==> src/common/cam_pkg.sv <==
`default_nettype none

package cam_pkg;

	// one byte as it appears on the camera data bus
	typedef logic [7:0] cam_byte_t;
	// two camera bytes packed into one pixel with the first byte in the upper half
	typedef logic [15:0] pixel_t;
	// wide enough for every pixel of a QVGA frame
	typedef logic [17:0] pixel_cnt_t;

	localparam int FRAME_W = 320;
	localparam int FRAME_H = 240;
	localparam int FRAME_PIXELS = FRAME_W * FRAME_H;

	// a single SCCB register write as it goes out on the wire
	typedef struct packed {
		cam_byte_t dev_id;
		cam_byte_t reg_addr;
		cam_byte_t reg_val;
	} sccb_write_t;

	// write address of the OV7670 on the SCCB bus
	localparam cam_byte_t SCCB_ID = 8'h42;
	localparam int INIT_LEN = 8;
	typedef logic [$clog2(INIT_LEN)-1:0] init_idx_t;

	// soft reset first, then QVGA RGB565 output with the scaler and PCLK divider set up
	localparam sccb_write_t INIT_TABLE [INIT_LEN] = '{
		'{SCCB_ID, 8'h12, 8'h80},
		'{SCCB_ID, 8'h12, 8'h14},
		'{SCCB_ID, 8'h40, 8'hd0},
		'{SCCB_ID, 8'h11, 8'h01},
		'{SCCB_ID, 8'h0c, 8'h04},
		'{SCCB_ID, 8'h3e, 8'h19},
		'{SCCB_ID, 8'h70, 8'h3a},
		'{SCCB_ID, 8'h71, 8'h35}
	};

	// half an scl period in S_CLK cycles
	localparam int SCCB_HALF = 4;
	typedef logic [$clog2(SCCB_HALF)-1:0] sccb_phase_t;
	// three bytes each followed by the don't-care ninth bit
	localparam int SCCB_BITS = 27;
	typedef logic [4:0] sccb_bit_t;

	localparam int PTR_RST_CYCLES = 4;
	typedef logic [$clog2(PTR_RST_CYCLES)-1:0] rst_cnt_t;

	typedef enum logic [2:0] {INIT, IDLE, WRST, CAPT, RRST, READ} cap_state_t;

endpackage

`default_nettype wire

==> src/sensor_init/sensor_config.sv <==
`default_nettype none

module sensor_config (
	input  wire logic            S_CLK,
	input  wire logic            RST_N,
	input  wire logic            busy,
	output cam_pkg::sccb_write_t cmd,
	output logic                 start,
	output logic                 init_done
);

	typedef enum logic [1:0] {CFG_SEND, CFG_ARM, CFG_WAIT, CFG_DONE} cfg_state_t;

	cfg_state_t         state;
	cam_pkg::init_idx_t idx;

	// the writer takes its own copy of cmd on start so the entry can follow the index
	assign cmd = cam_pkg::INIT_TABLE[idx];

	always_ff @(posedge S_CLK or negedge RST_N) begin
		if (!RST_N) begin
			state <= CFG_SEND;
			idx <= '0;
			start <= 1'b0;
			init_done <= 1'b0;
		end else begin
			start <= 1'b0;
			case (state)
				CFG_SEND: begin
					start <= 1'b1;
					state <= CFG_ARM;
				end
				// busy only goes high the cycle after the writer has seen start
				CFG_ARM: state <= CFG_WAIT;
				CFG_WAIT: begin
					if (!busy) begin
						if (idx == cam_pkg::init_idx_t'(cam_pkg::INIT_LEN - 1)) begin
							// last stop condition is out so the sensor is configured
							init_done <= 1'b1;
							state <= CFG_DONE;
						end else begin
							idx <= idx + 1'b1;
							state <= CFG_SEND;
						end
					end
				end
				default: state <= CFG_DONE;
			endcase
		end
	end

endmodule

`default_nettype wire

==> config.mk <==
export PLATFORM = sky130hd
export DESIGN_NAME = sensor_config
export DESIGN_NICKNAME = d
export VERILOG_FILES = /design/src/common/cam_pkg.sv /design/src/sensor_init/sensor_config.sv
export SDC_FILE = /design/constraint.sdc
export NUM_CORES = 1
export LEC_CHECK = 0
export ABC_AREA = 1
export BUFFER_PORTS_ARGS = -buffer_cell sky130_fd_sc_hd__buf_4
export CAP_MARGIN = 20
export CELL_PAD_IN_SITES_DETAIL_PLACEMENT = 0
export CELL_PAD_IN_SITES_GLOBAL_PLACEMENT = 1
export CORE_MARGIN = 2
export CORE_UTILIZATION = 30
export CTS_CLUSTER_DIAMETER = 40
export DETAILED_ROUTE_END_ITERATION = 16
export PLACE_DENSITY = 0.77
export SLEW_MARGIN = 20
export SYNTH_ARGS = -nofsm -noshare
export SYNTH_HDL_FRONTEND = slang
export SYNTH_SLANG_ARGS = --single-unit
==> constraint.sdc <==
create_clock -name S_CLK -period 2.3 [get_ports S_CLK]
set_input_delay 0.69 -clock S_CLK [delete_from_list [all_inputs] [get_ports S_CLK]]
set_output_delay 0.69 -clock S_CLK [all_outputs]
set_load 0.005 [all_outputs]
# After elaboration in Yosys (flattened, before gate mapping)
# Memory sizes are Yosys's and may differ from the RTL's.
# Index checks and enable logic that the tools add are counted.
# op_classes
addsub	1
n_lt_le_gt_ge	1
n_eq_ne	4
mux	6
bitwise	3
n_reduce_logical	3
# op_table
cell	count
two-way mux 24 bit	2
case mux 2 bit (3 select lines)	1
AND reduction 3 bit	2
>= comparator 4 bit, second input constant	1
two-way mux 2 bit	2
inverter 3 -> 4 bit	1
adder 3 x 1 -> 3 bit, second input constant	1
== test 3 bit, second input constant	1
== test 2 x 1 -> 1 bit, second input constant	1
== test 2 bit, second input constant	1
logical NOT 2 bit	1
inequality test 2 bit, second input constant	1
inverter 1 bit	2
two-way mux 1 bit	1
# word_totals
regBits	7
rom_bits	192
out_inout_bits	26
elab_cells	23
n_memories	1
# memory_table
memory	depth	width	read_ports	rd_ports_with_merged_regs	wr	line_no	text
(no name shown)	8	24	1	0	0	sensor_config.sv:18	assign cmd = cam_pkg::INIT_TABLE[idx];

# Depth between registers and ports, before layout
# depth
ltp_word	4
depth_mapped	6
mapped_depth_nobuf	6

# Worst setup path after synthesis
# No wires, ideal clock.
# synth_path
kind	flip-flop to output port
startpoint	register idx[1]
endpoint	output cmd[8] (netlist bit)
arrival_time_ns	1.188
path_slack_ns	0.422
path_stages_with_launch	4
n_path_buf	0
path_cell_list	dfrtp_1 ha_1 ha_1 or2_2
# synth_rtl
item	line_no	text
start, declared	sensor_config.sv:15	cam_pkg::init_idx_t idx;
start signal, assigned	sensor_config.sv:42	idx <= idx + 1'b1;
end, declared	sensor_config.sv:7	output cam_pkg::sccb_write_t cmd,

==> results.cfg <==
[run_status]
status = complete, no violations

[worst_setup_path]
r2r-end = idx[2]$_DFFE_PN0P_
worstPathRequired_ns = 1.61
cp_max_fo = 7
worstPathCellList = ha_2, ha_2, or2_2, buf_4
startpoint_type = register
r2r_cells = 6
regToRegSetupSlack_ns = 1.04
crit_path_max_incr_delay_ns = 0.44
path_common_cell = ha_2
cp_data_arrival_time_ns = 1.52
crit_path_start = idx[1]$_DFFE_PN0P_
crit_path_end = cmd[8]
critPathCaptureType = output port
crit_slowest_cell = dfrtp_2
r2r-start = idx[1]$_DFFE_PN0P_
path_class = register to output port

[placed_design]
postPlaceCellArea_um2 = 729
dp_hpwl_um = 858
place_ws_ns = 0.224
gp_congestion = 0.715
io_buffers = 19

[synth]
synth_warnings = 0
ys_seq_area_share_pct = 29.1
synth.ff_latch_count = 7
synth_cell_type_count = 16
syn_avg_cell_area_um2 = 7.52
syn_inst = 80
synth_area_um2 = 602

[cts]
postCtsHoldBufs = 0
cts_tree = built
numCtsBuffers = 3
clock_latency_ns = 0.25
cts_root_buf = clkbuf_4
clock_path_buffers = 2
clk_pin_slew_ns = 0.05
htreeDepth = 1
cts.sink_count = 7

[drt]
wirelength_mm = 1.00
drt_iter0_markers = 6
antenna_left = 0
drc = 0
via_count = 486
first_pass_iters = 2
wl_per_cell_um = 7.78
routed_via_density = 3.77

[timing]
rsz0062_at_grt = no
hold-worst-slack_ns = 0.242
fin_crit_sh_pct = 96.3
fin_ws_ns = 0.0855
fin_worst_skew_ns = 0.000862
tns_ns = 0
finalHoldViolCount = 0
fin_crit_ns = 2.21
setup_viol_count_final = 0
max_freq_mhz = 452
slew_viol_final = 0

[final_layout]
fin_nets = 114
layout_common_cells = buf_4 (22), nand2_1 (18), inv_1 (10)
drive_above_1_share_pct = 36.3
stdcell_area_um2 = 778
nFillCells = 207
final_common_cell = buf_4
n_antenna_cell = 0
syn_to_final_growth_pct = 29.3

[floorplan]
chipHeight_um = 48.8
dieWidth_um = 48.8
core_area_um2 = 1920
rows = 16
io_pins = 29
die-area_um2 = 2380
initial_core_util_pct = 31.3

[global_route]
grtUsageTotal_pct = 8.66
antenna_found_initial = 0
grt_pass1_vias = 390
grt.overflow.total = 0
grt_pass1_wl_mm = 1.61
grt_max_degree = 12

[power]
p_leak_uw = 0.000461
ir_drop_uv = 578
powerDensity_nw_per_um2 = 1250

[flow_run]
max-cap-violations = 0

[worst_hold_path]
min_path_type = input port to async pin
[routing by layer]
layer | routed length (um) | track usage, % | share of wire [%]
met1 | 439 | 10.2 | 44
met2 | 485 | 14.2 | 48
met3 | 78 | 2.76 | 7.8
met4 | 0 | 4.29 | 0
met5 | 0 | 0 | 0
[worst min path at each step]
| stage | start | end | cells after the start |
|---|---|---|---|
| floorplan | RST_N | idx[0]$_DFFE_PN0P_ | 0 |
| global placement | init_done$_DFFE_PN0P_ | init_done$_DFFE_PN0P_ | 1 |
| detailed placement | init_done$_DFFE_PN0P_ | init_done$_DFFE_PN0P_ | 1 |
| CTS | RST_N | state[0]$_DFFE_PN0P_ | 1 |
| global route | RST_N | state[0]$_DFFE_PN0P_ | 1 |
| finish | RST_N | state[0]$_DFFE_PN0P_ | 1 |
[logic make-up after synthesis]
| kind of cell | Yosys count | share of synthesized area, % |
|---|---|---|
| AND/OR/NAND/NOR | 34 | 26.6 |
| AO/OA/AOI/OAI | 5 | 4.57 |
| buffers and inverters | 24 | 21.8 |
| flip-flops | 7 | 29.1 |
| other | 2 | 1.25 |
| adder cells (fa/ha/maj) | 8 | 16.6 |
[synth_stat cells]
cell | number | area (um^2)
nor3_1 | 1 | 5.00
o21ai_1 | 1 | 5.00
o21ai_0 | 3 | 15.0
o21bai_1 | 1 | 7.51
ha_1 | 8 | 100
dfrtp_1 | 7 | 175
inv_1 | 10 | 37.5
or2_2 | 1 | 6.26
buf_4 | 11 | 82.6
nand2_1 | 18 | 67.6
nor2_1 | 7 | 26.3
nand2_2 | 1 | 6.26
conb_1 | 2 | 7.51
inv_2 | 3 | 11.3
nand3_1 | 3 | 15.0
nor2_4 | 3 | 33.8
[cell type report]
type | count | area, um^2 | area share (%)
Multi-Input combinational cell | 56 | 327 | 42.0
Sequential cell | 7 | 178 | 22.8
Timing Repair Buffer | 22 | 165 | 21.2
Inverter | 13 | 48.8 | 6.27
Tap cell | 27 | 33.8 | 4.34
Clock buffer | 4 | 26.3 | 3.38
[power by group]
group | internal, uW | total [uW] | switching (uW)
sequential | 184 | 248 | 63.9
combinational | 324 | 615 | 290
clock | 66.2 | 112 | 45.7
[registers in the layout, summed over array words and instances, names as in the netlist]
register and cells:
idx 3, init_done 1, start 1, state 2
[timing repair]
item	CTS	global route
pin swaps	0	0
cloned	0	0
gates resized for setup	2	2
buffers inserted	0	2
endpoints found under the hold margin	0	0
setup endpoints to repair	1	1
[per-stage QoR]
| stage | std cells | total power, uW | util [%] |
|---|---|---|---|
| floorplan | 87 | 589 | - |
| global placement | 123 | 850 | 38.0 |
| detailed placement | 123 | 849 | 38.0 |
| CTS | 127 | 970 | 39.5 |
| global route | 129 | 1080 | 40.5 |
| finish | 129 | 974 | 40.5 |
[worst max-delay path: cells and delay by family, from the launching register on]
family                     cells  cell delay [ns]
adders and majority gates      2             0.40
buffers and inverters          1             0.13
DFF                            1             0.44
and+or+nand+nor                1             0.29
(Power assumes the default switching activity.)
