$ cat src/common/cam_pkg.sv
`default_nettype none

package cam_pkg;

	// one byte as it appears on the camera data bus
	typedef logic [7:0] cam_byte_t;
	// two camera bytes packed into one pixel with the first byte in the upper half
	typedef logic [15:0] pixel_t;
	// wide enough for every pixel of a QVGA frame
	typedef logic [17:0] pixel_cnt_t;

	localparam int FRAME_W = 320;
	localparam int FRAME_H = 240;
	localparam int FRAME_PIXELS = FRAME_W * FRAME_H;

	// a single SCCB register write as it goes out on the wire
	typedef struct packed {
		cam_byte_t dev_id;
		cam_byte_t reg_addr;
		cam_byte_t reg_val;
	} sccb_write_t;

	// write address of the OV7670 on the SCCB bus
	localparam cam_byte_t SCCB_ID = 8'h42;
	localparam int INIT_LEN = 8;
	typedef logic [$clog2(INIT_LEN)-1:0] init_idx_t;

	// soft reset first, then QVGA RGB565 output with the scaler and PCLK divider set up
	localparam sccb_write_t INIT_TABLE [INIT_LEN] = '{
		'{SCCB_ID, 8'h12, 8'h80},
		'{SCCB_ID, 8'h12, 8'h14},
		'{SCCB_ID, 8'h40, 8'hd0},
		'{SCCB_ID, 8'h11, 8'h01},
		'{SCCB_ID, 8'h0c, 8'h04},
		'{SCCB_ID, 8'h3e, 8'h19},
		'{SCCB_ID, 8'h70, 8'h3a},
		'{SCCB_ID, 8'h71, 8'h35}
	};

	// half an scl period in S_CLK cycles
	localparam int SCCB_HALF = 4;
	typedef logic [$clog2(SCCB_HALF)-1:0] sccb_phase_t;
	// three bytes each followed by the don't-care ninth bit
	localparam int SCCB_BITS = 27;
	typedef logic [4:0] sccb_bit_t;

	localparam int PTR_RST_CYCLES = 4;
	typedef logic [$clog2(PTR_RST_CYCLES)-1:0] rst_cnt_t;

	typedef enum logic [2:0] {INIT, IDLE, WRST, CAPT, RRST, READ} cap_state_t;

endpackage

`default_nettype wire

$ cat src/sensor_init/sccb_writer.sv
`default_nettype none

module sccb_writer (
	input  wire logic                 S_CLK,
	input  wire logic                 RST_N,
	input  wire cam_pkg::sccb_write_t cmd,
	input  wire logic                 start,
	output logic                      busy,
	output logic                      scl,
	output logic                      sda
);

	typedef enum logic [2:0] {W_IDLE, W_START, W_DATA, W_STOP, W_FREE} wr_state_t;

	wr_state_t                       state;
	cam_pkg::sccb_phase_t            phase;
	cam_pkg::sccb_bit_t              bit_cnt;
	logic [cam_pkg::SCCB_BITS-1:0]   shift;
	logic                            tick;
	logic                            accept;

	// tick marks the last cycle of each half scl period
	assign tick = phase == cam_pkg::sccb_phase_t'(cam_pkg::SCCB_HALF - 1);
	// a new write is only taken while the bus is idle
	assign accept = (state == W_IDLE) && start;

	always_ff @(posedge S_CLK or negedge RST_N) begin
		if (!RST_N) begin
			phase <= '0;
		end else if (state == W_IDLE || tick) begin
			phase <= '0;
		end else begin
			phase <= phase + 1'b1;
		end
	end

	// each byte is followed by a ninth bit which is left high for the sensor to drive
	always_ff @(posedge S_CLK) begin
		if (accept) begin
			shift <= {cmd.dev_id, 1'b1, cmd.reg_addr, 1'b1, cmd.reg_val, 1'b1};
		end else if (state == W_DATA && tick && scl) begin
			shift <= shift << 1;
		end
	end

	always_ff @(posedge S_CLK or negedge RST_N) begin
		if (!RST_N) begin
			state <= W_IDLE;
			bit_cnt <= '0;
			busy <= 1'b0;
			scl <= 1'b1;
			sda <= 1'b1;
		end else begin
			case (state)
				W_IDLE: begin
					if (accept) begin
						busy <= 1'b1;
						state <= W_START;
					end
				end
				// start condition
				// sda drops halfway through a full period of scl high
				W_START: begin
					if (tick) begin
						if (sda) begin
							sda <= 1'b0;
						end else begin
							scl <= 1'b0;
							bit_cnt <= '0;
							state <= W_DATA;
						end
					end
				end
				// sda moves one cycle into the low half and holds through the high half
				W_DATA: begin
					if (!scl && phase == '0) begin
						sda <= shift[cam_pkg::SCCB_BITS-1];
					end
					if (tick) begin
						if (!scl) begin
							scl <= 1'b1;
						end else begin
							scl <= 1'b0;
							if (bit_cnt == cam_pkg::sccb_bit_t'(cam_pkg::SCCB_BITS - 1)) begin
								state <= W_STOP;
							end else begin
								bit_cnt <= bit_cnt + 1'b1;
							end
						end
					end
				end
				// stop condition
				// sda goes low under scl low and rises once scl is high
				W_STOP: begin
					if (!scl && phase == '0) begin
						sda <= 1'b0;
					end
					if (tick) begin
						if (!scl) begin
							scl <= 1'b1;
						end else begin
							sda <= 1'b1;
							state <= W_FREE;
						end
					end
				end
				// bus stays released for half a period before the next start
				W_FREE: begin
					if (tick) begin
						busy <= 1'b0;
						state <= W_IDLE;
					end
				end
				default: state <= W_IDLE;
			endcase
		end
	end

endmodule

`default_nettype wire

$ cat config.mk
export PLATFORM = sky130hd
export DESIGN_NAME = sccb_writer
export DESIGN_NICKNAME = d
export VERILOG_FILES = /design/src/common/cam_pkg.sv /design/src/sensor_init/sccb_writer.sv
export SDC_FILE = /design/constraint.sdc
export NUM_CORES = 1
export LEC_CHECK = 0
export BUFFER_PORTS_ARGS = -buffer_cell sky130_fd_sc_hd__buf_2
export CAP_MARGIN = 20
export CORE_MARGIN = 2
export CORE_UTILIZATION = 35
export CTS_BUF_LIST = sky130_fd_sc_hd__clkbuf_4
export CTS_CLUSTER_DIAMETER = 80
export DETAILED_ROUTE_END_ITERATION = 16
export SLEW_MARGIN = 20
export SYNTH_ARGS = -nofsm -noshare
export SYNTH_HDL_FRONTEND = slang
export SYNTH_SLANG_ARGS = --single-unit
$ cat constraint.sdc
create_clock -name S_CLK -period 5.75 [get_ports S_CLK]
set_clock_uncertainty 0.15 [all_clocks]
set_input_delay 1.15 -clock S_CLK [delete_from_list [all_inputs] [get_ports S_CLK]]
set_output_delay 1.15 -clock S_CLK [all_outputs]
set_load 0.01 [all_outputs]
# After elaboration in Yosys (flattened, before gate mapping)
# Cells that the tools add are included.
op_classes:
  muxes: 33
  eq_ne: 17
  add_sub_neg: 2
  reduce_logical: 17
op_table:
  columns: ["cell", "count"]
  rows:
  - ["$mux 27", 2]
  - ["$mux 3", 9]
  - ["$mux 5", 5]
  - ["$ne 2x2->1 const B", 9]
  - ["$pmux 3 s5", 1]
  - ["$mux 1", 11]
  - ["$pmux 5 s2", 1]
  - ["$reduce_and 9->1", 1]
  - ["$eq 3x2->1 const B", 2]
  - ["$pmux 1 s3", 2]
  - ["$reduce_and 3->1", 2]
  - ["$reduce_and 6->1", 1]
  - ["$reduce_bool 2->1", 3]
  - ["$add 5x1->5 const B", 1]
  - ["$eq 5x5->1 const B", 1]
  - ["$reduce_and 5->1", 1]
  - ["$logic_and 1x1->1", 4]
  - ["$ne 2x1->1 const B", 2]
  - ["$eq 3x1->1 const B", 1]
  - ["$eq 3x3->1 const B", 1]
  - ["$logic_not 3->1", 1]
  - ["$reduce_bool 3->1", 1]
  - ["$add 2x1->2 const B", 1]
  - ["$eq 2x2->1 const B", 1]
  - ["5 further kinds", 5]
totals:
  output_inout_bits: 3
  word_cells: 77
  regBits: 40
  in_bits: 27

# Logic depth before layout (Yosys ltp)
# Gate-level depths: netlist (run 1).
logic_depth:
  ltp_word: 6
  ltp_mapped: 7
  depth_no_buf: 6

# Worst setup path before layout (run 1)
# Ideal clock, no wire load.
synth_timing:
  path_type: "in2reg"
  from: "input start"
  to: "register shift[10] (netlist bit) (enable)"
  required_time_ns: 5.290
  cell_stages: 3
  path_buffers: 1
  setup_ns: 0.310
  arrival_ns: 1.892
  setup_slack_ns: 3.398
  cell_sequence: "and3_1 buf_4 or2_2"
synth_between:
  elab_chain_cells: 2
synth_lines:
  columns: ["element", "line", "text"]
  rows:
  - ["start, declared", "sccb_writer.sv:7", "input wire logic start,"]
  - ["$logic_and 1x1->1", "sccb_writer.sv:25", "assign accept = (state == W_IDLE) && start;"]
  - ["$reduce_bool 2->1 (no line)", null, null]
  - ["end signal, assigned", "sccb_writer.sv:40", "shift <= {cmd.dev_id, 1'b1, cmd.reg_addr, 1'b1, cmd.reg_val, 1'b1};"]
  - ["end signal, assigned", "sccb_writer.sv:42", "shift <= shift << 1;"]
  - ["end, declared", "sccb_writer.sv:18", "logic [cam_pkg::SCCB_BITS-1:0] shift;"]
# Every way passes these cells.
# A chain may end at the register's enable or synchronous reset.

# Worst setup path after layout (run 1)
layout_timing:
  from: "input start"
  to: "register shift[19] (netlist bit) (enable)"
# The elaborated chain is that of the path after synthesis.

==> results of run 1 <==
sequential cells by signal (all words and copies together), names as in the netlist:
| signal | cells |
|---|---|
| state | 3 |
| bit_cnt | 5 |
| sda | 1 |
| scl | 1 |
| busy | 1 |
| shift | 27 |
| phase | 2 |
tightest hold or removal path: stages, from the launching register on:
cell and delay, ns:
edfxtp_1 0.34, nand2_1 0.04, o21ai_1 0.07
power by group:
group / switching (uW) / internal (uW)
Clock: 93.5 / 45.0
Sequential: 64.9 / 391
Combinational: 133 / 104
Total: 291 / 540
per-layer routing:
metal	vias up	routed length (um)
met1	644	1590
met2	29	1850
met5	-	0
met3	4	196
met4	0	40
li1	642	-
area by class of cell:
cell class                      instances  share of cell area [%]
Clock inverter                          3                   0.652
Tap cell                               70                    4.15
Sequential cell                        40                    52.5
Clock buffer                            5                    1.78
Inverter                                7                    1.24
Multi-Input combinational cell         99                    32.8
Timing Repair Buffer                   29                    6.88
through the flow:
stage | utilization [%] | total power [uW] | area, um2 | hold slack, ns | worst slack (ns)
final | 40.8 | 831 | 2110 | 0.327 | 2.92
after global routing | 40.8 | 889 | 2110 | 0.383 | 2.77
after CTS | 40.8 | 838 | 2110 | 0.337 | 2.91
after detailed placement | 39.8 | 701 | 2060 | 0.288 | 2.52
after global placement | 39.8 | 683 | 2060 | 0.290 | 2.60
after floorplan | - | 648 | 1910 | 0.274 | 3.40
worst max-delay path by stage:
stage	start	endpoint	slack (ns)	depth (start not counted)
6_report	start	shift[19]	2.92	3
4_1_cts	start	shift[19]	2.91	3
5_1_grt	state[0]	shift[11]	2.77	3
2_1_floorplan	start	shift[10]	3.40	3
3_3_place_gp	start	shift[2]	2.60	3
3_5_place_dp	start	shift[19]	2.52	3
cell families after synthesis:
logic type / Yosys count / share of synthesized area (%)
buffers and inverters: 19 / 5.76
adder cells (fa/ha/maj): 4 / 2.62
AND/OR/NAND/NOR: 47 / 13.2
AO/OA/AOI/OAI: 46 / 19.2
multiplexers: 2 / 1.18
flip-flops: 40 / 58.0
synthesized netlist by cell type, types with 3 or more instances:
cell type   n
a21oi_1     4
a22o_1     24
buf_2       4
buf_6       4
clkbuf_1    3
dfrtp_1    11
dfxtp_1     3
edfxtp_1   24
ha_1        4
inv_1       7
nand2_1     9
nand3_1     3
nor2_1     13
nor2b_1     5
nor3_1      6
o21ai_0     4
layout by cell type (no fill, tap or decap), types with 3 or more instances in the layout:
cell type	n
dfxtp_1	3
buf_2	29
inv_1	7
nor2b_1	5
ha_1	4
a21oi_1	4
o21ai_0	4
a22o_1	24
edfxtp_1	24
clkbuf_4	5
dfrtp_1	11
nand3_1	3
nand2_1	9
nor2_1	13
nor3_1	6
==> metrics.cfg, run 1 <==
[global_routing]
top_usage_layer = met2
grtUsageMet2_pct = 21.5
grt_max_degree = 33
grt_pass1_wl_mm = 6.09
grt_pass1_vias = 1285
grt-ovfl-total = 0
antenna_found_initial = 0
gr-usage-met1_pct = 15.8
grt_usage_pct = 13.1
grtUsageMet3_pct = 4.53

[synthesis]
avgSynthCellArea_um2 = 12.1
synth_edf_count = 24
synthTopCellsByArea = edfxtp_1 (38%), dfrtp_1 (14%), a22o_1 (11%)
synth_top_area_share_pct = 37.7
syn_inst = 158
synth-seq-cells = 40
synth_fp_nets = 189
synth.yosys.seq_area_share_pct = 58.0
synthArstFlopShare_pct = 32.5
yosys_warnings = 0
yosys.cell_types.count = 38
yosys.area.top_type = edfxtp_1
ys.flop_type = edfxtp_1
syn_area_um2 = 1910

[clock_network]
holdBufCountCts = 0
cts.path.max_buffers = 2
post_cts_buffers = 0
ctsResizeCount = 0
insertion_delay_ns = 0.35
clk_pin_slew_ns = 0.12
clock_sinks = 40
cts_tree = done
cts_max_level = 2
cts_made_buffers = 5
root_buffer = clkbuf_4

[floorplan]
pin_count = 30
placementRows = 26
start_util_pct = 36.9
die-area_um2 = 6070
core_area_um2 = 5170
die_w_um = 77.9
die_h_um = 77.9

[critical_path]
setup.worst_path.start_class = primary input
ff2ff_setup_slack_ns = 2.98
critPathTopFamily = simple AND/OR/NAND/NOR gates
crit_chain = buf_2, and3_1, or2_2
r2r-end = shift[19]
endpoint_kind = flop
crit_arrival_ns = 2.69
path_buf_inv = 1
critPathKind = in2reg
cpMaxStageDelayCell = and3_1
cp.required_ns = 5.60
cp_max_fo = 28
cpPeakStageDelay_ns = 0.80
r2r_cells = 3
r2r_start = state[0]

[place]
io_buffer_count = 29
dp.cells = 245
hpwl_mm = 2.50
gp_congestion = 0.801

[detailed_routing]
dr.pass1.iters = 4
routed_via_density = 5.21
wl_mm = 3.68
drtIter0Drc = 48
drc_errors = 0
postRouteAntennaNets = 0
vias = 1319
avgRoutedWirePerCell_um = 14.6

[timing]
finalSetupViolCount = 0
slew-limit-headroom_pct = 34.1
clock.fmax_ghz = 0.353
period_share_pct = 49.3
min_period_ns = 2.83
final_max_slew_viol_count = 0
setup-tns-final_ns = 0
rsz0062_at_grt = false
worst_pin_slew_ns = 0.988
hold_viol = 0

[layout]
drive_gt1_share_pct = 24.6
multi_input_comb_area_um2 = 692
insertedDiodeCount = 0
nFillCells = 501
regArea_um2 = 1110
syn_to_final_growth_pct = 10.5
nets = 213
fin_cells = 253

[power]
ir_drop_v = 0.000136
leakagePower_uw = 0.000850
power.density_nw_per_um2 = 394

[hold_path]
whs_path_depth = 2
hp-start = shift[17]
hold_path_class = reg2reg
min_to = shift[18]

[job]
max_cap_violations = 0

[run_status]
status = finished, final reports clean

Power figures use the tool's default switching activity.
==> inputs of run 2 (changes only) <==
==> constraint.sdc (replaced) <==
create_clock -name S_CLK -period 2.4 [get_ports S_CLK]
set_clock_uncertainty 0.15 [all_clocks]
set_input_delay 0.48 -clock S_CLK [delete_from_list [all_inputs] [get_ports S_CLK]]
set_output_delay 0.48 -clock S_CLK [all_outputs]
set_load 0.01 [all_outputs]
==> metrics.cfg, run 2 (synthesized netlist as in run 1, its figures left out) <==
[floorplan]
die_w_um = 77.9
start_util_pct = 36.9
core_area_um2 = 5170
die-area_um2 = 6070
die_h_um = 77.9
pin_count = 30
placementRows = 26

[clock_network]
root_buffer = clkbuf_4
clk_pin_slew_ns = 0.13
cts.path.max_buffers = 2
clock_sinks = 40
cts_made_buffers = 5
insertion_delay_ns = 0.35
cts_tree = done
cts_max_level = 2
post_cts_buffers = 0

[timing]
final_max_slew_viol_count = 0
finalSetupViolCount = 0
hold_viol = 0
min_period_ns = 2.05
rsz0062_at_grt = false
worst_pin_slew_ns = 0.448
clock.fmax_ghz = 0.487
setup-tns-final_ns = 0
slew-limit-headroom_pct = 70.1
period_share_pct = 85.6

[detailed_routing]
dr.pass1.iters = 4
postRouteAntennaNets = 0
routed_via_density = 5.14
wl_mm = 3.63
drtIter0Drc = 56
drc_errors = 0
avgRoutedWirePerCell_um = 14.0
vias = 1330

[place]
gp_congestion = 0.824
hpwl_mm = 2.55
io_buffer_count = 29
dp.cells = 250

[run_status]
status = finished, final reports clean

[layout]
nets = 219
drive_gt1_share_pct = 26.5
layout_common_cells = buf_2 (29), a22o_1 (24), edfxtp_1 (24)
largest_reg_flops = 27
layout_commonest_cell = buf_2
insertedDiodeCount = 0
top_register = shift
reg_top3 = shift (27), bit_cnt (5), state (3)
syn_to_final_growth_pct = 15.1
fin_cells = 259

[critical_path]
crit_arrival_ns = 1.96
setup.worst_path.start_class = flop
path_buf_inv = 1
crit_chain = or3b_4, nor2_8, or2_2, buf_12
cp_max_fo = 19
cpMaxStageDelayCell = dfrtp_1
endpoint_kind = flop
cpPeakStageDelay_ns = 0.56
cp.required_ns = 2.31
critPathTopFamily = simple AND/OR/NAND/NOR gates
critPathKind = reg2reg

[power]
leakagePower_uw = 0.000894
power.density_nw_per_um2 = 972
ir_drop_v = 0.000419

[global_routing]
grt_usage_pct = 12.9
grt-ovfl-total = 0
antenna_found_initial = 0
grt_pass1_vias = 1301
grt_max_degree = 32
grt_pass1_wl_mm = 6.14

[job]
max_cap_violations = 0

[hold_path]
hold_path_class = in2reg

run 2: changes by cell type in the layout (fill, tap and decap cells not counted), sizes merged:
cell | previous run | this run
bufinv | 0 | 1
clkinv | 3 | 2
buf | 29 | 34
dlygate4sd3 | 0 | 1
run 2: through the flow:
stage | area (um2) | total power [uW] | worst slack [ns] | utilization [%] | hold slack, ns
global placement | 2110 | 1680 | 0.414 | 40.8 | 0.232
finish | 2200 | 2140 | 0.346 | 42.5 | 0.266
detailed placement | 2110 | 1710 | 0.367 | 40.8 | 0.239
floorplan | 1910 | 1550 | 0.416 | - | 0.0344
CTS | 2200 | 2160 | 0.340 | 42.5 | 0.247
global route | 2200 | 2290 | 0.237 | 42.5 | 0.232
run 2: what timing repair did:
| item | CTS | global route |
|---|---|---|
| setup endpoints to repair | 0 | 0 |
| hold buffers | 1 | 0 |
| gates resized for setup | 0 | 0 |
| endpoints found under the hold margin | 11 | 0 |
run 2: power breakdown:
| group | leakage [uW] | internal [uW] | switching [uW] |
|---|---|---|---|
| logic | 0.000438 | 284 | 327 |
| clock network | 0.0000428 | 218 | 222 |
| registers | 0.000414 | 934 | 152 |
run 2: area by class of cell:
cell class | instances | area [um2]
fillers | 474 | 2970
flip-flops and latches | 40 | 1110
multi-input cells | 99 | 692
repair buffers | 35 | 205
well taps | 70 | 87.6
clock inverters | 3 | 42.5
clock buffers | 5 | 37.5
inverters | 7 | 26.3
run 2: worst paths after layout:
kind,start,end,slack [ns],cells after the start
max,state[0],shift[20],0.35,4
min reg2reg,phase[0],phase[0],0.34,1
max reg2reg,state[0],shift[20],0.35,4
min,cmd[11],shift[13],0.27,2
min in group asynchronous,RST_N,bit_cnt[2],0.39,2
max in group asynchronous,RST_N,sda,1.43,2
run 2: metal layers:
metal | share of wire [%] | vias up | track usage (%)
met5 | 0 | - | 0
met4 | 1.5 | 0 | 4.29
met3 | 3.9 | 7 | 3.60
met2 | 49 | 27 | 20.3
met1 | 46 | 643 | 17.0
li1 | - | 653 | -
run 2: worst register-to-register path, delay by kind of cell, from the launching register on:
family / cells / cell delay (ns)
AND/OR/NAND/NOR: 3 / 0.87
flip-flops: 1 / 0.56
buffers and inverters: 1 / 0.19
