<file path="src/common/cam_pkg.sv">
`default_nettype none

package cam_pkg;

	// one byte as it appears on the camera data bus
	typedef logic [7:0] cam_byte_t;
	// two camera bytes packed into one pixel with the first byte in the upper half
	typedef logic [15:0] pixel_t;
	// wide enough for every pixel of a QVGA frame
	typedef logic [17:0] pixel_cnt_t;

	localparam int FRAME_W = 320;
	localparam int FRAME_H = 240;
	localparam int FRAME_PIXELS = FRAME_W * FRAME_H;

	// a single SCCB register write as it goes out on the wire
	typedef struct packed {
		cam_byte_t dev_id;
		cam_byte_t reg_addr;
		cam_byte_t reg_val;
	} sccb_write_t;

	// write address of the OV7670 on the SCCB bus
	localparam cam_byte_t SCCB_ID = 8'h42;
	localparam int INIT_LEN = 8;
	typedef logic [$clog2(INIT_LEN)-1:0] init_idx_t;

	// soft reset first, then QVGA RGB565 output with the scaler and PCLK divider set up
	localparam sccb_write_t INIT_TABLE [INIT_LEN] = '{
		'{SCCB_ID, 8'h12, 8'h80},
		'{SCCB_ID, 8'h12, 8'h14},
		'{SCCB_ID, 8'h40, 8'hd0},
		'{SCCB_ID, 8'h11, 8'h01},
		'{SCCB_ID, 8'h0c, 8'h04},
		'{SCCB_ID, 8'h3e, 8'h19},
		'{SCCB_ID, 8'h70, 8'h3a},
		'{SCCB_ID, 8'h71, 8'h35}
	};

	// half an scl period in S_CLK cycles
	localparam int SCCB_HALF = 4;
	typedef logic [$clog2(SCCB_HALF)-1:0] sccb_phase_t;
	// three bytes each followed by the don't-care ninth bit
	localparam int SCCB_BITS = 27;
	typedef logic [4:0] sccb_bit_t;

	localparam int PTR_RST_CYCLES = 4;
	typedef logic [$clog2(PTR_RST_CYCLES)-1:0] rst_cnt_t;

	typedef enum logic [2:0] {INIT, IDLE, WRST, CAPT, RRST, READ} cap_state_t;

endpackage

`default_nettype wire

</file>
<file path="src/common/fifo_pkg.sv">
`default_nettype none

package fifo_pkg;

	// depth of the local pixel buffer between the camera and the consumer
	localparam int FIFO_DEPTH = 512;
	localparam int FIFO_AW = $clog2(FIFO_DEPTH);

	// address into the buffer memory
	typedef logic [FIFO_AW-1:0] fifo_ptr_t;
	// one bit wider than the pointer so that a full buffer can be told from an empty one
	typedef logic [FIFO_AW:0] fifo_level_t;

	// camera reads pause at or above this level
	// the gap to FIFO_DEPTH absorbs the pixel still in flight
	localparam int FIFO_AFULL = 500;

endpackage

`default_nettype wire

</file>
<file path="src/capture/frame_capture.sv">
`default_nettype none

module frame_capture (
	input  wire logic                  S_CLK,
	input  wire logic                  RST_N,
	input  wire logic                  init_done,
	input  wire logic                  ov_vsync,
	input  wire cam_pkg::cam_byte_t    ov_data,
	input  wire fifo_pkg::fifo_level_t level,
	output logic                       ov_wrst,
	output logic                       ov_rrst,
	output logic                       ov_wen,
	output logic                       ov_rd,
	output cam_pkg::pixel_t            wdata,
	output logic                       wr,
	output logic                       frame_done
);

	cam_pkg::cap_state_t state;
	cam_pkg::rst_cnt_t   rst_cnt;
	logic                vs_meta;
	logic                vs_sync;
	logic                vs_prev;
	logic                vs_rise;
	logic                rd_d;
	logic                req_odd;
	cam_pkg::pixel_cnt_t req_pix;
	logic                byte_phase;
	cam_pkg::cam_byte_t  hi_byte;
	cam_pkg::pixel_cnt_t pix_cnt;
	logic                rst_last;
	logic                room;
	logic                req_left;
	logic                pix_done;
	logic                pix_last;

	assign vs_rise = vs_sync && !vs_prev;
	assign rst_last = rst_cnt == cam_pkg::rst_cnt_t'(cam_pkg::PTR_RST_CYCLES - 1);
	assign room = level < fifo_pkg::fifo_level_t'(fifo_pkg::FIFO_AFULL);
	// req_pix counts byte pairs already asked for, so the frame is never over-read
	assign req_left = req_pix != cam_pkg::pixel_cnt_t'(cam_pkg::FRAME_PIXELS);
	// the second byte of a pair is on ov_data this cycle
	assign pix_done = rd_d && byte_phase;
	assign pix_last = pix_cnt == cam_pkg::pixel_cnt_t'(cam_pkg::FRAME_PIXELS - 1);

	// read strobe follows the fill level in the same cycle so it never overshoots AFULL
	// at most one byte is in flight when it drops
	assign ov_rd = (state == cam_pkg::READ) && room && req_left;

	// vsync comes from the sensor clock domain
	always_ff @(posedge S_CLK or negedge RST_N) begin
		if (!RST_N) begin
			vs_meta <= 1'b0;
			vs_sync <= 1'b0;
			vs_prev <= 1'b0;
		end else begin
			vs_meta <= ov_vsync;
			vs_sync <= vs_meta;
			vs_prev <= vs_sync;
		end
	end

	always_ff @(posedge S_CLK or negedge RST_N) begin
		if (!RST_N) begin
			state <= cam_pkg::INIT;
			rst_cnt <= '0;
			ov_wrst <= 1'b1;
			ov_rrst <= 1'b1;
			ov_wen <= 1'b0;
		end else begin
			case (state)
				cam_pkg::INIT: begin
					if (init_done) state <= cam_pkg::IDLE;
				end
				// a frame is only written from its start so wait for the next vsync
				cam_pkg::IDLE: begin
					if (vs_rise) begin
						ov_wrst <= 1'b0;
						rst_cnt <= '0;
						state <= cam_pkg::WRST;
					end
				end
				cam_pkg::WRST: begin
					rst_cnt <= rst_cnt + 1'b1;
					if (rst_last) begin
						ov_wrst <= 1'b1;
						ov_wen <= 1'b1;
						state <= cam_pkg::CAPT;
					end
				end
				// the sensor fills its FIFO until the following vsync ends the frame
				cam_pkg::CAPT: begin
					if (vs_rise) begin
						ov_wen <= 1'b0;
						ov_rrst <= 1'b0;
						rst_cnt <= '0;
						state <= cam_pkg::RRST;
					end
				end
				cam_pkg::RRST: begin
					rst_cnt <= rst_cnt + 1'b1;
					if (rst_last) begin
						ov_rrst <= 1'b1;
						state <= cam_pkg::READ;
					end
				end
				cam_pkg::READ: begin
					if (pix_done && pix_last) state <= cam_pkg::IDLE;
				end
				default: state <= cam_pkg::INIT;
			endcase
		end
	end

	// pairing follows the bytes as they arrive, not as they were requested
	// a pause between the two reads of a pair therefore cannot shift the alignment
	always_ff @(posedge S_CLK or negedge RST_N) begin
		if (!RST_N) begin
			rd_d <= 1'b0;
			req_odd <= 1'b0;
			req_pix <= '0;
			byte_phase <= 1'b0;
			pix_cnt <= '0;
			wr <= 1'b0;
			frame_done <= 1'b0;
		end else begin
			rd_d <= ov_rd;
			wr <= pix_done;
			frame_done <= pix_done && pix_last;
			if (state == cam_pkg::RRST) begin
				req_odd <= 1'b0;
				req_pix <= '0;
				byte_phase <= 1'b0;
				pix_cnt <= '0;
			end else begin
				if (ov_rd) begin
					req_odd <= !req_odd;
					if (req_odd) req_pix <= req_pix + 1'b1;
				end
				if (rd_d) byte_phase <= !byte_phase;
				if (pix_done) pix_cnt <= pix_cnt + 1'b1;
			end
		end
	end

	always_ff @(posedge S_CLK) begin
		if (rd_d && !byte_phase) hi_byte <= ov_data;
		if (pix_done) wdata <= {hi_byte, ov_data};
	end

endmodule

`default_nettype wire

</file>
<file path="config.mk">
export PLATFORM = sky130hd
export DESIGN_NAME = frame_capture
export DESIGN_NICKNAME = d
export VERILOG_FILES = /design/src/common/cam_pkg.sv /design/src/common/fifo_pkg.sv /design/src/capture/frame_capture.sv
export SDC_FILE = /design/constraint.sdc
export NUM_CORES = 1
export LEC_CHECK = 0
export ABC_AREA = 1
export BUFFER_PORTS_ARGS = -buffer_cell sky130_fd_sc_hd__buf_2
export CORE_ASPECT_RATIO = 1.4
export CORE_MARGIN = 2
export CORE_UTILIZATION = 52
export CTS_CLUSTER_SIZE = 8
export DETAILED_ROUTE_END_ITERATION = 7
export HOLD_SLACK_MARGIN = 0.03
export PLACE_DENSITY_LB_ADDON = 0.2
export SETUP_SLACK_MARGIN = 0.2
export SYNTH_ARGS = -nofsm -noshare
export SYNTH_HDL_FRONTEND = slang
export SYNTH_SLANG_ARGS = --single-unit
</file>
<file path="constraint.sdc">
create_clock -name S_CLK -period 1.6 [get_ports S_CLK]
set_input_delay 0.08 -clock S_CLK [delete_from_list [all_inputs] [get_ports S_CLK]]
set_output_delay 0.08 -clock S_CLK [all_outputs]
set_load 0.05 [all_outputs]
</file>
# --- After elaboration in Yosys (flattened, before gate mapping) ---
# Index checks and enable logic that the tools add are counted.
# W data, S select, Z words.
classes:
  n_addsub: 3
  order_cmp: 1
  n_eq_ne: 15
  muxes: 23
  n_reduce_logical: 26
op_table:
  columns: ["op", "n"]
  rows:
  - ["$mux W18", 5]
  - ["$add A18 B1 Y18 const B", 2]
  - ["$eq A18 B17 Y1 const B", 1]
  - ["$mux W3", 6]
  - ["$ne A18 B17 Y1 const B", 1]
  - ["$pmux W3 S6", 1]
  - ["$reduce_bool A2 Y1", 8]
  - ["$lt A10 B9 Y1 const B", 1]
  - ["$ne A2 B2 Y1 const B", 5]
  - ["$reduce_and A3 Y1", 3]
  - ["$eq A3 B2 Y1 const B", 2]
  - ["$eq A3 B3 Y1 const B", 2]
  - ["$logic_and A1 B1 Y1", 6]
  - ["$mux W1", 6]
  - ["$pmux W1 S2", 3]
  - ["$reduce_and A6 Y1", 1]
  - ["$ne A2 B1 Y1 const B", 2]
  - ["$pmux W2 S2", 1]
  - ["$reduce_and A2 Y1", 2]
  - ["$reduce_or A2 Y1", 2]
  - ["$eq A3 B1 Y1 const B", 1]
  - ["$logic_not A1 Y1", 3]
  - ["$logic_not A3 Y1", 1]
  - ["$add A2 B1 Y2 const B", 1]
  - ["2 further kinds", 2]
word_totals:
  regBits: 76
  out_inout_bits: 22
  wordCells: 85

# --- Longest topological paths before layout ---
logic_depth:
  ltp_word: 5
  ltp_mapped: 10
  ltp_nobuf: 10

# --- Worst setup path before layout ---
# Ideal clock, no wire load.
synth_path:
  path_kind: "register to register"
  startpoint: "register rd_d"
  endpoint: "register state[2]"
  setup_ns: 0.117
  t_arrival_ns: 1.497
  required_time_ns: 1.483
  setup_slack_ns: -0.014
  path_stages_with_launch: 10
  synth_period_minus_slack_ns: 1.614
  cell_sequence: "dfrtp_1 > nand2_1 > inv_1 > nand2_1 > nor2_1 > nand3b_1 > nand2_1 > nand2_1 > nand2_1 > nand2_1"
synth_between:
  elab_chain_cells: 4
synth_lines:
  columns: ["item", "line", "source"]
  rows:
  - ["start: declaration", "frame_capture.sv:25", "logic rd_d;"]
  - ["start signal: assignment", "frame_capture.sv:127", "rd_d <= ov_rd;"]
  - ["$logic_and A1 B1 Y1", "frame_capture.sv:43", "assign pix_done = rd_d && byte_phase;"]
  - ["named net pix_done", "frame_capture.sv:34", "logic pix_done;"]
  - ["$logic_and A1 B1 Y1", "frame_capture.sv:108", "if (pix_done && pix_last) state <= cam_pkg::IDLE;"]
  - ["$ne A2 B1 Y1 (no line)", null, null]
  - ["$reduce_and A6 Y1 (no line)", null, null]
  - ["end signal: assignment", "frame_capture.sv:104", "state <= cam_pkg::READ;"]
  - ["end signal: assignment", "frame_capture.sv:108", null]
  - ["end signal: assignment", "frame_capture.sv:110", "default: state <= cam_pkg::INIT;"]
  - ["end: declaration", "frame_capture.sv:19", "cam_pkg::cap_state_t state;"]
# The timed path passes the listed nets, and every way through them passes these cells.
# A chain may end at the register's enable or synchronous reset.

# --- Final worst setup path ---
layout_path:
  startpoint: "register req_pix[3]"
  endpoint: "output port ov_rd"
layout_between:
  elab_chain_cells: 2
layout_lines:
  columns: ["item", "line", "source"]
  rows:
  - ["start: declaration", "frame_capture.sv:27", "cam_pkg::pixel_cnt_t req_pix;"]
  - ["start signal: assignment", "frame_capture.sv:138", "if (req_odd) req_pix <= req_pix + 1'b1;"]
  - ["$ne A18 B17 Y1", "frame_capture.sv:41", "assign req_left = req_pix != cam_pkg::pixel_cnt_t'(cam_pkg::FRAME_PIXELS);"]
  - ["$logic_and A1 B1 Y1", "frame_capture.sv:48", "assign ov_rd = (state == cam_pkg::READ) && room && req_left;"]
  - ["end: declaration", "frame_capture.sv:13", "output logic ov_rd,"]
# Every way passes these cells.

==> metrics list <==
- The largest single stage delay on the critical path is 0.46 ns.
- Gr ovfl total: 0
- Total via count in the routed design: 3,287
- Number of buffer cells added on primary ports: 41
- Post-route setup slack: -0.190 ns
- After the last flow step, the layout net total stands at between 500 and 600.
- The number of antenna violations at the first check in global routing was 0.
* Average cell area after synthesis: 8.62 um^2
- Setup Viol. Count Final: 3
- The congestion estimate from routability-driven global placement came to 0.860.
- The share of the Yosys chip area taken by registers is 0.551.
- The HPWL after detailed placement is 5.27 mm.
- Dividing total power by cell area gives a power density of 1050 nW/um^2.
- Path class of the lowest-slack min-delay path: input port to asynchronous set/reset pin
- The detail route stage leaves a number of antenna-violating nets equal to 0.
- The core region is 6890 um^2.
- Post-route DRC: 0
- The clock drives 76 sinks.
- Number of buffers inserted during clock tree synthesis: 9
* Cell Area, Placed: 4130 um^2
- For this run, the number of standard cells in the final layout without fillers is 624.
- The final max-slew violation count came to 0.
- Slew HR: 0.782
* Share of the clock period used by the worst path after layout: 1.12
* Initial DRC Count: 167
* Leak Pwr: about 2.3 nW
- The die covers 7760 um^2.
* Iteration count of the initial detailed-routing pass: 5
- Derived from the worst setup path, the maximum achievable clock frequency is about 560 MHz.
* Required @ worst endpoint: 1.52 ns
- Arrival @ worst endpoint: 1.71 ns
- Fin Hold WS: between 0.2 and 0.25 ns
- 0 antenna diodes ended up in the layout.
* Number of distinct library cells after synthesis: 35
- In this run, synthesis inferred 24 flip-flops with an integrated enable.
- Max Cap Viol: 0
- Most common library cells after synthesis: sky130_fd_sc_hd__nand2_1 (116), sky130_fd_sc_hd__nor2_1 (68), sky130_fd_sc_hd__dfrtp_1 (50), sky130_fd_sc_hd__inv_1 (41), sky130_fd_sc_hd__nand3_1 (38)
- Synthesized net count: 452
- Summing all non-filler instances in the final layout gives an area of 5090 um^2.
- The H-tree was split into 3 levels.
- Overall Power: 5.32 mW
- Maximum fanout along the worst path: 5
* Setup repair after global routing missed its margin: yes
- After routing, the total negative slack on setup checks comes to -0.221 ns.
- IR analysis of the VDD net gives a maximum drop of 0.796 mV.
- Clock-pin slew was measured on the worst setup and hold paths at 0.08 ns.
- Total placed cells including tap cells: between 500 and 600
* Failing checks: setup timing
* Actual slew at the worst max-slew pin: 0.325 ns
* Cell with the largest stage delay on the worst path: sky130_fd_sc_hd__dfrtp_1
- Average wire per standard cell: 14.7 um
* Aggregate global-route resource usage: 0.220
- Die X: 75.0 um
- After layout, the minimum clock period comes to 1.79 ns.
* Status: finished with violations
- Clock skew on the completed layout was measured at 0.00850 ns.
- The critical path is of the register to output pin type.
- The via count of the first global-routing pass is between 2,000 and 3,000.
- Commonest register cell after synthesis: sky130_fd_sc_hd__dfrtp_1
- From bottom edge to top edge, the die measures 103 um.
- Cell area after technology mapping: ~3700 um^2
* Starting density of the core: 0.533
- Clock tree from TritonCTS: done
- Buffers from clock root to sink, at most: 2
- Number of synthesized register bits: 76
- Count of boundary I/O pins: 44
- Fraction of registers with async set or reset after synthesis: 0.684
* Most used standard cell by instance count after synthesis: sky130_fd_sc_hd__nand2_1
- Using the TritonRoute via totals, the vias-per-cell ratio works out to 5.27.
* Insertion delay of the later-clocked pin in the worst-skew pair: 0.36 ns
* Cell taking the most area after synthesis: sky130_fd_sc_hd__dfrtp_1
* Fraction of final layout cells sized beyond drive strength 1: 0.384
- After technology mapping, the gate count stands at 426.
* Wirelength, routed: 9.14 mm
* Startpoint types: register
- Area fraction of the dominant cell type after synthesis: 0.341
* List of cells traversed by the critical path: inv_1 -> nand2_1 -> nor3_2 -> nand3_2 -> nand2_2 -> clkinvlp_4 -> buf_6
- The initialized floorplan defines 36 standard-cell rows.
- The first global-routing pass estimated ~13 mm of wire.
* Worst setup EP type: output pin
- Yosys synthesis warning count: 0
- The final count of hold timing violations is 0.
* Syn-to-layout area delta: 38.5%
- Most area-consuming cells after synthesis: sky130_fd_sc_hd__dfrtp_1 (34%), sky130_fd_sc_hd__edfxtp_1 (20%), sky130_fd_sc_hd__nand2_1 (12%), sky130_fd_sc_hd__nor2_1 (7.0%), sky130_fd_sc_hd__nand3_1 (5.2%)
- The root buffer cell chosen for the clock tree is sky130_fd_sc_hd__clkbuf_8.
- Entering global routing, the biggest net connects between 50 and 60 pins.
## what timing repair did
action | 4_1_cts | 5_1_grt
setup buffers | 6 | 19
hold endpoints to repair | 69 | 0
pin swaps | 27 | 33
resized for setup | 44 | 83
endpoints found under the setup margin | 28 | 36
hold buffers | 10 | 0
cloned | 1 | 0
## registers in the layout (all words and copies together), names as in the netlist, 2 cells and up
signal and flops:
pix_cnt 18, req_pix 18, wdata 16, hi_byte 8
state 3, rst_cnt 2
## stage by stage
step	utilization	setup WS, ns
after floorplan	-	0.0129
after global placement	0.599	0.0563
after detailed placement	0.599	0.0264
after CTS	0.673	-0.145
after global routing	0.738	-0.279
final	0.738	-0.190
## cell type report
type                       instances  area (um^2)
clock buffer                      10          128
clock inverter                     6         90.1
fill                             463         1810
inverter                          44          186
multi-input combinational        300         1830
sequential                        76         2030
tap                               95          119
timing repair buffer              93          702
## routing by layer
metal | share of wire | global-route usage
met1 | 0.38 | 0.247
met2 | 0.55 | 0.383
met3 | 0.042 | 0.0475
met4 | 0.026 | 0.114
met5 | 0 | 0
## logic make-up after synthesis
logic type | synth area share
compound gates | 0.0467
xor+xnor | 0.0310
fa+ha+maj | 0.0136
buf+inv | 0.0569
flops | 0.551
mux | 0.00273
simple gates | 0.298
## final timing paths
check                           startpoint    endpoint  slack [ns]  depth (start not counted)
worst max-delay path            req_pix[3]       ov_rd       -0.19                          7
worst min-delay path                 RST_N  pix_cnt[8]        0.23                          3
worst max register to register  req_pix[3]  req_pix[5]       -0.02                          8
worst min register to register     vs_meta     vs_sync        0.36                          0
max in group asynchronous            RST_N     ov_rrst        1.06                          3
min in group S_CLK                level[7]        rd_d        0.23                          6
## worst max-delay path: cells and delay by family, from the launching register on
kind          cells  cell delay, ns
buf+inv           3            0.40
flops             1            0.46
simple gates      4            0.48
## report_power, final
part	leakage, nW	internal [mW]	total (mW)	switching (mW)
registers	0.893	2.22	2.45	0.237
logic	1.33	0.514	1.24	0.728
clock network	0.106	0.881	1.63	0.745
total	2.33	3.61	5.32	1.71
## cells in the final DEF, fill, tap and decap left out, types with 12 or more instances in the layout
master and count:
sky130_fd_sc_hd__nor2_2 12, sky130_fd_sc_hd__buf_2 40, sky130_fd_sc_hd__edfxtp_1 24, sky130_fd_sc_hd__nand2_1 90, sky130_fd_sc_hd__nand3_2 18, sky130_fd_sc_hd__nand3_1 17, sky130_fd_sc_hd__nor2_1 55, sky130_fd_sc_hd__nand2_2 22
sky130_fd_sc_hd__buf_4 30, sky130_fd_sc_hd__inv_1 31, sky130_fd_sc_hd__dfrtp_1 42
(Power assumes the default switching activity.)
